`config.mk`:
```
export PLATFORM = sky130hd
export DESIGN_NAME = conv_window
export DESIGN_NICKNAME = d
export VERILOG_FILES = /design/src/design/conv_pkg.sv /design/src/design/conv_window.sv
export VERILOG_INCLUDE_DIRS = /design/src /design/src/design
export SDC_FILE = /design/constraint.sdc
export NUM_CORES = 1
export LEC_CHECK = 0
export ABC_AREA = 1
export BUFFER_PORTS_ARGS = -buffer_cell sky130_fd_sc_hd__buf_2
export CORE_MARGIN = 2
export CORE_UTILIZATION = 60
export CTS_BUF_LIST = sky130_fd_sc_hd__clkbuf_4 sky130_fd_sc_hd__clkbuf_8
export CTS_CLUSTER_SIZE = 24
export DETAILED_ROUTE_END_ITERATION = 7
export GPL_ROUTABILITY_DRIVEN = 1
export PLACE_DENSITY = 0.95
export SETUP_SLACK_MARGIN = 0.2
export SLEW_MARGIN = 20
export SYNTH_ARGS = -nofsm -noshare
export SYNTH_HDL_FRONTEND = slang
export SYNTH_SLANG_ARGS = --single-unit
```
`constraint.sdc`:
```
create_clock -name clk -period 29.1 [get_ports clk]
set_input_delay 8.73 -clock clk [delete_from_list [all_inputs] [get_ports clk]]
set_output_delay 8.73 -clock clk [all_outputs]
set_load 0.005 [all_outputs]
```
`src/design/conv_params.svh`:
```
`ifndef CONV_PARAMS_SVH
`define CONV_PARAMS_SVH

// sample width for pixels, weights and biases
`define WORD 16

// square image, one side
`define IMG_W 5

`define IN_CH 2
`define OUT_CH 2

// 3x3 kernel positions
`define KERNEL_TAPS 9

// fixed point fraction bits
`define FRAC_BITS 8

`endif

```
`src/design/conv_pkg.sv`:
```
`default_nettype none

`include "conv_params.svh"

package conv_pkg;

	typedef logic signed [`WORD-1:0] sample_t;

	// one pixel or one weight word, input channel i in slice i
	typedef logic [`IN_CH*`WORD-1:0] channel_vec_t;

	// output channel ch in slice ch
	typedef logic [`OUT_CH*`WORD-1:0] out_vec_t;

	typedef logic signed [39:0] acc_t;

	typedef logic [15:0] addr_t;

	typedef enum logic {SCAN_IDLE, SCAN_RUN} scan_state_t;

endpackage

`default_nettype wire

```
`src/design/conv_window.sv`:
```
`timescale 1ns/1ps
`default_nettype none

`include "conv_params.svh"

module conv_window (
	input  logic                                  clk,
	input  logic                                  rst,
	input  logic                                  pix_valid,
	input  conv_pkg::channel_vec_t                pix_data,
	output logic [`KERNEL_TAPS*`IN_CH*`WORD-1:0]  window
);

	localparam int CH_W = `IN_CH * `WORD;
	localparam int LB_LEN = `IMG_W - 3;

	// tap t = 3*row + col, top-left is tap 0
	conv_pkg::channel_vec_t win [`KERNEL_TAPS];

	// word entering the right end of each window row
	conv_pkg::channel_vec_t row_in [3];

	assign row_in[2] = pix_data;

	// line buffer k carries row k+1's leftmost word up to row k
	for (genvar k = 0; k < 2; k++)
	begin : g_line
		if (LB_LEN > 0)
		begin : g_buf
			conv_pkg::channel_vec_t stage [LB_LEN];

			always_ff @(posedge clk or posedge rst)
			begin
				if (rst)
				begin
					for (int i = 0; i < LB_LEN; i++)
						stage[i] <= '0;
				end
				else if (pix_valid)
				begin
					stage[0] <= win[3*k + 3];
					for (int i = 1; i < LB_LEN; i++)
						stage[i] <= stage[i - 1];
				end
			end

			assign row_in[k] = stage[LB_LEN - 1];
		end
		else
		begin : g_direct
			assign row_in[k] = win[3*k + 3];
		end
	end

	always_ff @(posedge clk or posedge rst)
	begin
		if (rst)
		begin
			for (int t = 0; t < `KERNEL_TAPS; t++)
				win[t] <= '0;
		end
		else if (pix_valid)
		begin
			for (int r = 0; r < 3; r++)
			begin
				win[3*r + 2] <= row_in[r];
				win[3*r + 1] <= win[3*r + 2];
				win[3*r] <= win[3*r + 1];
			end
		end
	end

	for (genvar t = 0; t < `KERNEL_TAPS; t++)
	begin : g_flat
		assign window[t*CH_W +: CH_W] = win[t];
	end

endmodule

`default_nettype wire

```
==> results.toml <==
[status]
outcome = "complete, no violations"

[die]
start_util = 0.6153
die_x_um = 165.2
io_pins = 323
dieHeight_um = 165.2
fp.coreArea_um2 = 25330
die_area_um2 = 27280
rows = 58

[sta]
setup_viol = 0
hold_violations = 0
maxSlewHeadroom = 0.2386
fin_setup_tns_ns = 0
rsz0062_at_grt = "false"
finalCriticalPeriod_ns = 11.44
worst_pin_slew_ns = 1.142
fmax_mhz = 87.40
fin_crit_sh = 0.3932
skew_ns = 0.02140
drv_slew = 0

[job]
cap_violations = 0

[cts]
clock_latency_ns = 0.58
clockBufferDepth = 3
cts_resized = 0
cts_tree = "done"
clk_pin_slew_worst_paths_ns = 0.06
cts_hold_buf = 0
htree_levels = 2
cts.root.buffer_cell = "clkbuf_8"
cts_sinks = 416
cts_buffers = 61
postCtsSetupBuffers = 0

[placed_design]
gp_congestion = 0.8414
io_buffers = 322
hpwl_um = 22950

[setup_path]
cp-start-kind = "primary input"
required_ns = 29.60
max_stage_delay_ns = 0.82
arrival_ns = 11.95
crit_fanout = 195
cp-end-kind = "register"
slowest_stage = "buf_4"
worstSetupPathType = "in -> reg"
cp_top_family = "buffers and inverters"
crit_chain = "buf_8, inv_8, buf_6, buf_4, nand2_1, nand2_1"
cp_common_cell = "nand2_1"
crit_buf_inv = 4

[detailed_routing]
dr.pass1.iters = 6
detail-route-antenna-nets = 0
wl_per_cell_um = 15.24
drc = 0
num_vias = 12650
wl_um = 37100
vias_per_cell = 5.198
drt_iter0_markers = 1244

[grt]
grt_pass1_vias = 11940
grt_max_degree = 196
grt.total_usage = 0.2699
grt-ovfl-total = 0
antenna_found_initial = 0
grt_first_pass_wirelength_um = 58920

[finish]
area_delta_synth_final_pct = 19.40
seqCellArea_um2 = 10410
fillers = 1686
n_antenna_cell = 0
fin_nets = 2097
drive_gt1_frac = 0.2091
final_common_cell = "nand2_1"
multi_input_area_um2 = 4684
final_util = 0.7346
final_cell_mix = "nand2_1 (1248), dfrtp_1 (416), buf_2 (321)"

[power_and_ir_drop]
seq_power_share = 0.517
clockPowerShare = 0.351
power.internal_uw = 1019
ir_worst_vdd_mv = 0.05296
switching_share = 0.2752
power_density_nw_per_um2 = 75.55
p_sw_uw = 386.8
p_leak_uw = 0.01127
p_comb_frac = 0.132

[synth]
synth-seq-area-share = 0.6681
syn-num-nets = 1793
synth_warnings = 0
yosys_register_bits = 416
synthDistinctLibCells = 6
syn_avg_cell_area_um2 = 8.864
synth_cells = 1758
syn_area_um2 = 15580

[hold_path]
min_path_type = "reg -> reg"
==> worst reg2reg max path: stages (launching register included) <==
cell and delay, ns:
dfrtp_1 0.41, nand2_1 0.11, nand2_1 0.11
==> path summary, 6_finish.rpt <==
check	slack, ns	depth (start not counted)	start	end
min in group asynchronous	8.31	2	rst	window[30]
min	0.46	2	window[18]	window[18]
max in group asynchronous	18.85	5	rst	window[211]
max	17.66	6	pix_valid	window[111]
min reg2reg	0.46	2	window[18]	window[18]
max reg2reg	28.34	2	window[287]	window[287]
==> area by class of cell <==
cell class | count | share of cell area
Sequential cell | 416 | 0.5595
Multi-Input combinational cell | 1248 | 0.2518
Timing Repair Buffer | 333 | 0.09415
Clock buffer | 99 | 0.06785
Tap cell | 330 | 0.02219
Clock inverter | 6 | 0.003295
Inverter | 2 | 0.001210
==> layer usage <==
metal  share of wire  routed length [µm]  vias to the layer above  track usage
met5               0                   0                        -            0
met4           0.036                1352                        0       0.1043
met3           0.082                3048                      108      0.06893
met2            0.48               17720                      594       0.4402
met1            0.40               14980                     6048       0.3512
li1                -                   -                     5903            -
==> sequential cells by signal, indices dropped and copies added, names as in the netlist <==
name	flops
g_line.g_buf.stage	128
window	288
==> power by group through the flow <==
stage	clock network (µW)	logic, µW	registers, µW
floorplan	0	91.6	727
global placement	0	172	730
detailed placement	0	183	734
CTS	500	186	726
global route	527	211	737
finish	494	185	727
==> synthesized netlist by cell type (all sizes together) <==
library cell,number,share of area
dfrtp,416,0.67
buf,92,0.031
nand2,1248,0.30
inv,2,0.00048
==> logic make-up after synthesis <==
kind of cell / synth area share
AND/OR/NAND/NOR: 0.3006
flip-flops: 0.6681
buffers and inverters: 0.03131
==> stage by stage <==
step	std cells	setup WS (ns)	total power, µW	instance area, µm²	hold WS, ns
floorplan	1758	8.792	818.3	15580	0.4422
global placement	2327	17.03	902.4	17220	0.4476
detailed placement	2327	16.90	917.0	17220	0.4536
CTS	2432	17.53	1412	18540	0.4679
global route	2434	17.47	1475	18610	0.4848
finish	2434	17.66	1406	18610	0.4636
Note: power is estimated with default switching activity, not from simulation.
