$ cat src/design/conv_params.svh
`ifndef CONV_PARAMS_SVH
`define CONV_PARAMS_SVH

// sample width for pixels, weights and biases
`define WORD 16

// square image, one side
`define IMG_W 5

`define IN_CH 2
`define OUT_CH 2

// 3x3 kernel positions
`define KERNEL_TAPS 9

// fixed point fraction bits
`define FRAC_BITS 8

`endif

$ cat src/design/conv_pkg.sv
`default_nettype none

`include "conv_params.svh"

package conv_pkg;

	typedef logic signed [`WORD-1:0] sample_t;

	// one pixel or one weight word, input channel i in slice i
	typedef logic [`IN_CH*`WORD-1:0] channel_vec_t;

	// output channel ch in slice ch
	typedef logic [`OUT_CH*`WORD-1:0] out_vec_t;

	typedef logic signed [39:0] acc_t;

	typedef logic [15:0] addr_t;

	typedef enum logic {SCAN_IDLE, SCAN_RUN} scan_state_t;

endpackage

`default_nettype wire

$ cat src/design/coef_chain.sv
`timescale 1ns/1ps
`default_nettype none

`include "conv_params.svh"

module coef_chain #(
	parameter int DEPTH = `KERNEL_TAPS * `OUT_CH,
	parameter int WIDTH = `IN_CH * `WORD
) (
	input  logic                   clk,
	input  logic                   rst,
	input  logic                   store_done,
	input  logic [WIDTH-1:0]       rd_data,
	output logic                   rd,
	output conv_pkg::addr_t        rd_addr,
	output logic [DEPTH*WIDTH-1:0] coefs,
	output logic                   loaded
);

	localparam conv_pkg::addr_t LAST_ADDR = conv_pkg::addr_t'(DEPTH - 1);

	// strobe delayed to line up with the returning word
	logic rd_d;
	logic [WIDTH-1:0] chain [DEPTH];

	always_ff @(posedge clk or posedge rst)
	begin
		if (rst)
		begin
			rd <= 1'b0;
			rd_addr <= '0;
		end
		else if (rd)
		begin
			if (rd_addr == LAST_ADDR)
			begin
				rd <= 1'b0;
				rd_addr <= '0;
			end
			else
				rd_addr <= rd_addr + 16'd1;
		end
		else if (store_done && !rd_d && !loaded)
			rd <= 1'b1;
	end

	always_ff @(posedge clk or posedge rst)
	begin
		if (rst)
		begin
			rd_d <= 1'b0;
			loaded <= 1'b0;
			for (int i = 0; i < DEPTH; i++)
				chain[i] <= '0;
		end
		else
		begin
			rd_d <= rd;
			// last word arrives one cycle after the final strobe
			if (rd_d && !rd)
				loaded <= 1'b1;
			// new word enters at the top, word 0 ends at position 0
			if (rd_d)
			begin
				for (int i = 0; i < DEPTH - 1; i++)
					chain[i] <= chain[i + 1];
				chain[DEPTH - 1] <= rd_data;
			end
		end
	end

	for (genvar a = 0; a < DEPTH; a++)
	begin : g_flat
		assign coefs[a*WIDTH +: WIDTH] = chain[a];
	end

	a_no_reload: assert property (@(posedge clk) disable iff (rst) loaded |=> !rd)
		else $error("coefficient read strobe after load finished");

endmodule

`default_nettype wire

$ cat config.mk
export PLATFORM = sky130hd
export DESIGN_NAME = coef_chain
export DESIGN_NICKNAME = d
export VERILOG_FILES = /design/src/design/conv_pkg.sv /design/src/design/coef_chain.sv
export VERILOG_INCLUDE_DIRS = /design/src /design/src/design
export SDC_FILE = /design/constraint.sdc
export NUM_CORES = 1
export LEC_CHECK = 0
export BUFFER_PORTS_ARGS = -buffer_cell sky130_fd_sc_hd__buf_2
export CAP_MARGIN = 0
export CORE_AREA = 2 2 241 243
export DETAILED_ROUTE_END_ITERATION = 10
export DIE_AREA = 0 0 243 245
export HOLD_SLACK_MARGIN = 0.15
export PLACE_DENSITY = 0.69
export SLEW_MARGIN = 20
export SYNTH_ARGS = -nofsm -noshare
export SYNTH_HDL_FRONTEND = slang
export SYNTH_SLANG_ARGS = --single-unit
$ cat constraint.sdc
create_clock -name clk -period 16.4 [get_ports clk]
set_input_delay 0.82 -clock clk [delete_from_list [all_inputs] [get_ports clk]]
set_output_delay 0.82 -clock clk [all_outputs]
set_load 0.05 [all_outputs]
==> results_dict.tcl <==
set metrics [dict create \
    worst-setup-path-type "reg -> reg" \
    cts.repair.resized 0 \
    worst_slew_pin_slew_ps 1110 \
    setup-tns-final_ps 0 \
    status "completed" \
    worst-endpoint-required_ps 16870 \
    reg2reg_to "coefs[102]" \
    fp.coreArea_um2 57000 \
    core.rowCount 88 \
    synth_largest_type_area_fraction_pct 66.9 \
    grt_setup_unrepaired "false" \
    grt.overflow.total 0 \
    cts_inserted_buffers 60 \
    timing.hold.worst_endpoint "coefs[562]" \
    antenna_cells 0 \
    global_route_wire_length_before_repair_um 83600 \
    initial_core_util_pct 39.0 \
    clock_tree.root_cell "clkbuf_16" \
    final_setup_fails 0 \
    worst-endpoint-arrival_ps 4800 \
    setup_slack_ps 12070 \
    chipWidth_um 243 \
    final.min_clock_period_ps 4330 \
    max_freq_mhz 231 \
    synth.cell_area_um2 22200 \
    flop_and_latch_count_out_of_synthesis 595 \
    power_frac_comb_pct 13.3 \
    synthDominantAreaCellType "dfrtp_1" \
    maxSlewHeadroom_pct 25.9 \
    timing.final.max_slew_violations 0 \
    power.leakage_nw 12.7 \
    layout.core_utilization_pct 49.2 \
    worstPathMaxFanout 89 \
    timing.hold.worst.class "in -> reg" \
    dr.first_iter.drc_count 569 \
    chipHeight_um 245 \
    clk_pin_slew_worst_paths_ps 60 \
    rrSetupSlack_ps 12070 \
    grt_max_degree 173 \
    synth.yosys.warnings 0 \
    final.setup_skew_ps 22.3 \
    clock_power_share_pct 39.7 \
    area.growth.synth_to_final_pct 26.0 \
    detail_route.drc_violations 0 \
    groute.usage.overall_pct 17.8 \
    distinct_cells_synth 25 \
    cts-root-to-sink-buffers 3 \
    numPortBuffers 628 \
    ios 629 \
    postSynthNetCount 1337 \
    drt_wl_total_um 54100 \
    power_switching_share_pct 28.3 \
    final_layout_size_suffix_gt1_share_pct 66.5 \
    drt-wirelength-per-cell_um 19.7 \
    multiInputGateArea_um2 6900 \
    layout.area.seq_um2 14900 \
    dr_total_vias 13300 \
    worst_hold_path.num_cells 2 \
    post-route-period-util_pct 26.4 \
    place_hpwl_um 39100 \
    post-place-cells 2641 \
    post_cts.repair.setup_buffers 0 \
    dp_worst_setup_slack_ps 11820 \
    tritoncts_num_sinks 595 \
    worstSkewPairLatency_ps 600 \
    seqPwrFrac_pct 47.0 \
    fillers 4964 \
    routabilityCongestion 0.853 \
    reg2reg_from "rd_d" \
    r2r_cells 4 \
    tritoncts "yes" \
    cts_htree_levels 2 \
    holdCritStartpoint "rd_data[18]" \
    num-nets-final 1975 \
    power_per_cell_area_nw_per_um2 122 \
    number_of_antenna_violations_at_the_first_check_in_global_routing 2 \
    synthFlopType "dfrtp_1" \
    vias_per_cell 4.83 \
    cts_hold_buf 0 \
    ys_seq_area_share_pct 66.9 \
    cap_viol_max_count 0 \
    power_switching_w 0.000966 \
    route.antenna.remaining_nets 0 \
    critical_path.startpoint_type "flip-flop" \
    timing.final.hold_violations 0 \
    syn_avg_cell_area_um2 17.1 \
    power.ir.vdd_worst_mv 0.0910 \
    grt_pass1_vias 13600 \
    synth_cells 1300 \
    timing.critical_path.to_type "flip-flop" \
    synth-async-reset-ratio_pct 100 \
    synth-edff-count 0 \
    internal-power_w 0.00244 \
    fp.dieArea_um2 59500 \
    finalNonFillerCells 2750 \
    dr.pass1.iters 4 \
    post_synth_main_area_contributors "dfrtp_1, mux2_2, buf_4" \
]
-- area by class of cell --
cell class | instances | share of cell area, %
Sequential cell | 595 | 53.1
Timing Repair Buffer | 642 | 11.7
Clock buffer | 94 | 6.57
Tap cell | 765 | 3.41
Multi-Input combinational cell | 634 | 24.6
Clock inverter | 15 | 0.531
Inverter | 5 | 0.0803
-- how the worst max path moves through the flow --
stage,to,cells after the start,startpoint
3_5_place_dp,rd_d,6,rst
4_1_cts,coefs[93],4,rd_d
2_1_floorplan,coefs[0],1,rst
6_report,coefs[102],4,rd_d
5_1_grt,coefs[116],4,rd_d
3_3_place_gp,rd_d,6,rst
-- layout by cell type, fill, tap and decap left out, types with 2 or more instances in the layout --
cell type | netlist | final
buf_2 | 22 | 628
dfrtp_1 | 595 | 594
mux2_2 | 577 | 577
clkbuf_16 | 0 | 61
clkbuf_8 | 0 | 19
clkbuf_1 | 1 | 14
buf_4 | 43 | 11
xor2_1 | 9 | 9
nor4_1 | 7 | 7
nand2_1 | 6 | 6
clkinv_2 | 0 | 6
nor3_1 | 5 | 5
nand3_1 | 5 | 5
inv_1 | 5 | 4
o21ai_0 | 4 | 4
clkinvlp_4 | 0 | 3
nand4_1 | 3 | 3
xnor2_1 | 3 | 3
inv_6 | 0 | 3
nor4b_1 | 2 | 2
nand2b_1 | 2 | 2
nand4_4 | 2 | 2
ha_1 | 2 | 2
bufinv_16 | 0 | 2
clkinv_4 | 0 | 2
buf_6 | 0 | 2
-- worst max-delay path: stages (launching register included) --
cell	delay, ps
dfrtp_4	1050
buf_4	760
buf_4	940
buf_4	830
mux2_2	420
-- cell families after synthesis --
family	after synthesis	share of synthesized area, %
flip-flops	595	66.9
multiplexers	577	29.2
buffers and inverters	71	2.05
AND/OR/NAND/NOR	37	1.09
XOR/XNOR	12	0.472
AO/OA/AOI/OAI	6	0.152
adder cells (fa/ha/maj)	2	0.112
-- cell usage after synthesis (2+ instances only) --
master    instances
nand2_1           6
nor4_1            7
nand4_1           3
dfrtp_1         595
buf_2            22
o21ai_0           4
nor3_1            5
nor4b_1           2
mux2_2          577
nand2b_1          2
xor2_1            9
nand4_4           2
xnor2_1           3
ha_1              2
inv_1             5
buf_4            43
nand3_1           5
-- routing by layer --
metal | track usage, % | part of all wire [%] | vias to the layer above | wire length [um]
met5 | 0 | 0.033 | - | 18
met4 | 6.68 | 3.2 | 2 | 1710
met3 | 4.32 | 5.9 | 95 | 3170
met2 | 29.6 | 50 | 391 | 26900
met1 | 22.7 | 41 | 6859 | 22300
li1 | - | - | 5933 | -
-- power groups by stage --
stage	clock [W]	sequential, W	combinational (W)
2_1_floorplan	0	0.00187	0.0000836
5_1_grt	0.00146	0.00161	0.000474
6_report	0.00135	0.00160	0.000455
4_1_cts	0.00139	0.00160	0.000462
3_3_place_gp	0	0.00162	0.000456
3_5_place_dp	0	0.00163	0.000460
-- flip-flops by register name, indices dropped and copies added (netlist names) --
register and cells:
loaded 1, rd_d 1, rd 1, rd_addr 16, coefs 576
-- per-stage QoR --
step           total power [W]  hold slack (ps)  cell area, um2
2_1_floorplan          0.00195              677           22300
3_3_place_gp           0.00208              456           26000
3_5_place_dp           0.00209              461           26000
4_1_cts                0.00346              394           28000
5_1_grt                0.00355              411           28000
6_report               0.00341              442           28000
Note: power is estimated with default switching activity, not from simulation.
