**config.mk**
```make
export PLATFORM = sky130hd
export DESIGN_NAME = scan_ctrl
export DESIGN_NICKNAME = d
export VERILOG_FILES = /design/src/design/conv_pkg.sv /design/src/design/scan_ctrl.sv
export VERILOG_INCLUDE_DIRS = /design/src /design/src/design
export SDC_FILE = /design/constraint.sdc
export NUM_CORES = 1
export LEC_CHECK = 0
export BUFFER_PORTS_ARGS = -buffer_cell sky130_fd_sc_hd__buf_2
export CORE_MARGIN = 2
export CORE_UTILIZATION = 56
export CTS_BUF_LIST = sky130_fd_sc_hd__clkbuf_4
export CTS_CLUSTER_DIAMETER = 200
export DETAILED_ROUTE_END_ITERATION = 8
export PLACE_DENSITY = 0.79
export SLEW_MARGIN = 0
export SYNTH_ARGS = -nofsm -noshare
export SYNTH_HDL_FRONTEND = slang
export SYNTH_SLANG_ARGS = --single-unit
```
**constraint.sdc**
```tcl
create_clock -name clk -period 4.4 [get_ports clk]
set_clock_uncertainty 0.1 [all_clocks]
set_input_delay 0.44 -clock clk [delete_from_list [all_inputs] [get_ports clk]]
set_output_delay 0.44 -clock clk [all_outputs]
set_load 0.01 [all_outputs]
```
**src/design/conv_params.svh**
```systemverilog
`ifndef CONV_PARAMS_SVH
`define CONV_PARAMS_SVH

// sample width for pixels, weights and biases
`define WORD 16

// square image, one side
`define IMG_W 5

`define IN_CH 2
`define OUT_CH 2

// 3x3 kernel positions
`define KERNEL_TAPS 9

// fixed point fraction bits
`define FRAC_BITS 8

`endif

```
**src/design/conv_pkg.sv**
```systemverilog
`default_nettype none

`include "conv_params.svh"

package conv_pkg;

	typedef logic signed [`WORD-1:0] sample_t;

	// one pixel or one weight word, input channel i in slice i
	typedef logic [`IN_CH*`WORD-1:0] channel_vec_t;

	// output channel ch in slice ch
	typedef logic [`OUT_CH*`WORD-1:0] out_vec_t;

	typedef logic signed [39:0] acc_t;

	typedef logic [15:0] addr_t;

	typedef enum logic {SCAN_IDLE, SCAN_RUN} scan_state_t;

endpackage

`default_nettype wire

```
**src/design/scan_ctrl.sv**
```systemverilog
`timescale 1ns/1ps
`default_nettype none

`include "conv_params.svh"

module scan_ctrl (
	input  logic            clk,
	input  logic            rst,
	input  logic            pixel_store_done,
	output logic            pixel_rd,
	output conv_pkg::addr_t pixel_addr,
	output logic            pix_valid,
	output logic            out_valid,
	output conv_pkg::addr_t out_row,
	output conv_pkg::addr_t out_col,
	output logic            layer_done
);

	localparam conv_pkg::addr_t LAST = conv_pkg::addr_t'(`IMG_W - 1);
	localparam conv_pkg::addr_t OUT_LIM = conv_pkg::addr_t'(`IMG_W - 2);
	// first row or column that completes a window
	localparam conv_pkg::addr_t FIRST_FULL = conv_pkg::addr_t'(2);

	conv_pkg::scan_state_t state;

	conv_pkg::addr_t scan_row;
	conv_pkg::addr_t scan_col;
	logic scan_last;

	// position of the pixel arriving with pix_valid
	conv_pkg::addr_t pv_row;
	conv_pkg::addr_t pv_col;
	logic pv_full;
	logic pv_last;

	// window stage, lines up with the window registers
	logic win_valid;
	logic win_last;
	conv_pkg::addr_t win_row;
	conv_pkg::addr_t win_col;

	assign scan_last = (scan_row == LAST) && (scan_col == LAST);
	assign pv_full = pix_valid && (pv_row >= FIRST_FULL) && (pv_col >= FIRST_FULL);
	assign pv_last = pix_valid && (pv_row == LAST) && (pv_col == LAST);

	always_ff @(posedge clk or posedge rst)
	begin
		if (rst)
		begin
			state <= conv_pkg::SCAN_IDLE;
			pixel_rd <= 1'b0;
			pixel_addr <= '0;
			scan_row <= '0;
			scan_col <= '0;
		end
		else
		begin
			case (state)
				conv_pkg::SCAN_IDLE:
				begin
					if (pixel_store_done)
					begin
						state <= conv_pkg::SCAN_RUN;
						pixel_rd <= 1'b1;
					end
				end
				conv_pkg::SCAN_RUN:
				begin
					if (pixel_rd)
					begin
						if (scan_last)
						begin
							pixel_rd <= 1'b0;
							pixel_addr <= '0;
							scan_row <= '0;
							scan_col <= '0;
						end
						else
						begin
							pixel_addr <= pixel_addr + 16'd1;
							if (scan_col == LAST)
							begin
								scan_col <= '0;
								scan_row <= scan_row + 16'd1;
							end
							else
								scan_col <= scan_col + 16'd1;
						end
					end
					// back to idle as the final window leaves the mac
					if (win_last)
						state <= conv_pkg::SCAN_IDLE;
				end
				default:
					state <= conv_pkg::SCAN_IDLE;
			endcase
		end
	end

	always_ff @(posedge clk or posedge rst)
	begin
		if (rst)
		begin
			pix_valid <= 1'b0;
			pv_row <= '0;
			pv_col <= '0;
			win_valid <= 1'b0;
			win_last <= 1'b0;
			win_row <= '0;
			win_col <= '0;
			out_valid <= 1'b0;
			layer_done <= 1'b0;
			out_row <= '0;
			out_col <= '0;
		end
		else
		begin
			pix_valid <= pixel_rd;
			pv_row <= scan_row;
			pv_col <= scan_col;
			win_valid <= pv_full;
			win_last <= pv_last;
			if (pv_full)
			begin
				win_row <= pv_row - FIRST_FULL;
				win_col <= pv_col - FIRST_FULL;
			end
			out_valid <= win_valid;
			layer_done <= win_last;
			if (win_valid)
			begin
				out_row <= win_row;
				out_col <= win_col;
			end
		end
	end

	a_out_range: assert property (@(posedge clk) disable iff (rst)
		out_valid |-> (out_row < OUT_LIM) && (out_col < OUT_LIM))
		else $error("output position outside the valid window range");

endmodule

`default_nettype wire

```
==> flow_summary.ini <==
[sta]
fin_crit_sh = 0.633
worst_pin_slew_ns = 1.23
hold_violations = 0
slew_viol_final = 0
max_slew_margin = 0.183
post-route-min-period_ns = 2.79
rsz0062_at_grt = no
max_freq_mhz = 359
setup_viol = 0
holdWs_ns = 0.330
setup_tns_ns = 0

[detailed_routing]
wl_met2_um = 4970
vias_per_cell = 5.47
wl_per_cell_um = 14.8
ant_nets = 0
drc = 0
dr_wl_met3_um = 504
drt_iter0_drc = 217
firstDrtPassIters = 4
top_layer = met4
met1Wirelength_um = 5010
routed-via-count = 3974
routed_wl_um = 10800

[worst_hold_path]
hold_path_depth = 0
hp-start = scan_col[9]
hp-class = flip-flop to flip-flop

[cts]
post_cts_resized = 0
clk_pin_slew_ns = 0.11
cts_setup_buffers = 0
cts_tree = yes
insertion_delay_ns = 0.55
cts_buffers = 17
clock_sinks = 151
clockBufferDepth = 2
cts_root_buf = clkbuf_4
cts_max_level = 4

[final_layout]
final_common_cell = dfrtp_1
final_area_mm2 = 0.00706
nNetsFinal = 584
final_cell_mix = dfrtp_1 (151), buf_2 (54), xnor2_1 (37)
n_antenna_cell = 0
area_delta_synth_final_pct = 10.6
fin_util = 0.642
drive_gt1_frac = 0.253

[critical_path]
timing.critical_path.mode_cell = or4_4
path_cells = or4_4, or4_4, o41a_4, o31a_4, mux2_4
crit_start = pv_col[5]
cp.depth = 5
cp_slowest_cell = or4_4
r2r_cells = 5
cp.required_ns = 4.74
critPathMaxStageDelay_ns = 0.57
cp-end-kind = flip-flop
r2r_start = pv_col[5]
start_kind = flip-flop
arrival_ns = 3.12
worstPathMaxFanout = 32
critical_path_class = flip-flop to flip-flop
cp_top_family = simple AND/OR/NAND/NOR gates
cp_num_buf_inv = 0

[power_and_ir_drop]
ir_worst_vdd_mv = 0.187
leakagePower_uw = 0.00355
p_sw_frac = 0.264
switching_power_uw = 675
powerDensity_mw_per_mm2 = 362
p_seq_frac = 0.580
pwr-share-comb = 0.117
power_frac_clock = 0.302
p_int_uw = 1880

[die]
die-area_mm2 = 0.0123
ios = 55
initial_core_util = 0.581
die_y_um = 111
die_x_um = 111
coreArea_mm2 = 0.0110
rows = 38

[global_route]
antenna_found_initial = 0
grt_max_degree = 84
overflow = 0
grt_pass1_vias = 4032
grtUsageTotal = 0.195
grt_pass1_wl_um = 19100

[synthesis]
synth_ff_type = dfrtp_1
yosysUniqueCellTypes = 37
synth_edf_count = 0
ys_seq_area_frac = 0.593
synth-seq-cells = 151
avgSynthCellArea_um2 = 12.5
syn_inst = 510
synth.net_count = 520
synth_area_mm2 = 0.00638
ys.warnings.count = 0
async_reset_ff_frac = 1.00

[place]
hpwl_um = 7650
placed_area_mm2 = 0.00679
gp_congestion = 0.848
io_buffers = 54

[job]
maxCapViolCount = 0

[status]
status = complete, no violations
## state kept, by name, summed over array words and instances, names as in the netlist
signal,cells
out_col,16
scan_col,16
layer_done,1
win_row,16
out_row,16
pixel_rd,1
out_valid,1
pix_valid,1
win_last,1
scan_row,16
state,1
pixel_addr,16
pv_col,16
pv_row,16
win_valid,1
win_col,16
## through the flow
stage	cells	power [uW]	setup slack (ns)
2_1_floorplan	510	1720	1.77
3_3_place_gp	693	1790	1.65
3_5_place_dp	693	1810	1.60
4_1_cts	726	2590	1.60
5_1_grt	726	2700	1.30
6_report	726	2560	1.61
## synthesized netlist by cell type (all sizes together), types with 10 or more instances
library cell	count	area (um2)
nor2	35	131
dfrtp	151	3780
nor3	14	70.1
mux2	59	758
inv	15	56.3
nand2	35	131
nand4	16	100
nand3	20	100
o21ai	15	75.1
xnor2	37	324
a21oi	12	60.1
nor4	10	62.6
xor2	20	175
## cell families after synthesis
kind of cell               count (synthesis)  synth area share
adders and majority gates                  7            0.0137
buffers and inverters                     29            0.0206
muxes                                     61             0.122
and+or+nand+nor                          170             0.138
xor gates and xnor gates                  57            0.0783
AOI/OAI and AO/OA                         35            0.0347
DFF                                      151             0.593
## power groups by stage
stage / logic [uW] / clock network (uW) / registers (uW)
final: 300 / 773 / 1480
after global routing: 345 / 865 / 1490
after CTS: 305 / 804 / 1480
after detailed placement: 302 / 0 / 1510
after global placement: 283 / 0 / 1510
after floorplan: 225 / 0 / 1500
## worst paths after layout
kind	endpoint	slack (ns)
worst max-delay path	win_row[1]	1.61
min in group asynchronous	pixel_addr[7]	0.34
worst min-delay path	pv_col[9]	0.33
max in group asynchronous	out_col[7]	2.92
worst min register to register	pv_col[9]	0.33
worst max register to register	win_row[1]	1.61
## worst reg2reg max path, stage by stage (launching register included)
cell     delay, ns
dfrtp_1       0.43
or4_4         0.57
or4_4         0.52
o41a_4        0.40
o31a_4        0.30
mux2_4        0.37
## what timing repair did
item | in CTS | in global routing
endpoints found under the setup margin | 0 | 0
hold endpoints to repair | 20 | 0
hold buffers | 2 | 0
## final cells by class
cell class	instances	area [um2]
Tap cell	140	175
Timing Repair Buffer	59	325
Sequential cell	151	3780
Multi-Input combinational cell	330	2470
Inverter	15	60.1
Clock buffer	18	135
Fill cell	825	3930
Clock inverter	13	114
## per-layer routing
metal | up-vias | GRT usage
met5 | - | 0
met4 | 0 | 0.101
met3 | 32 | 0.0448
met2 | 92 | 0.294
met1 | 1935 | 0.268
li1 | 1915 | -
(Power assumes the default switching activity.)
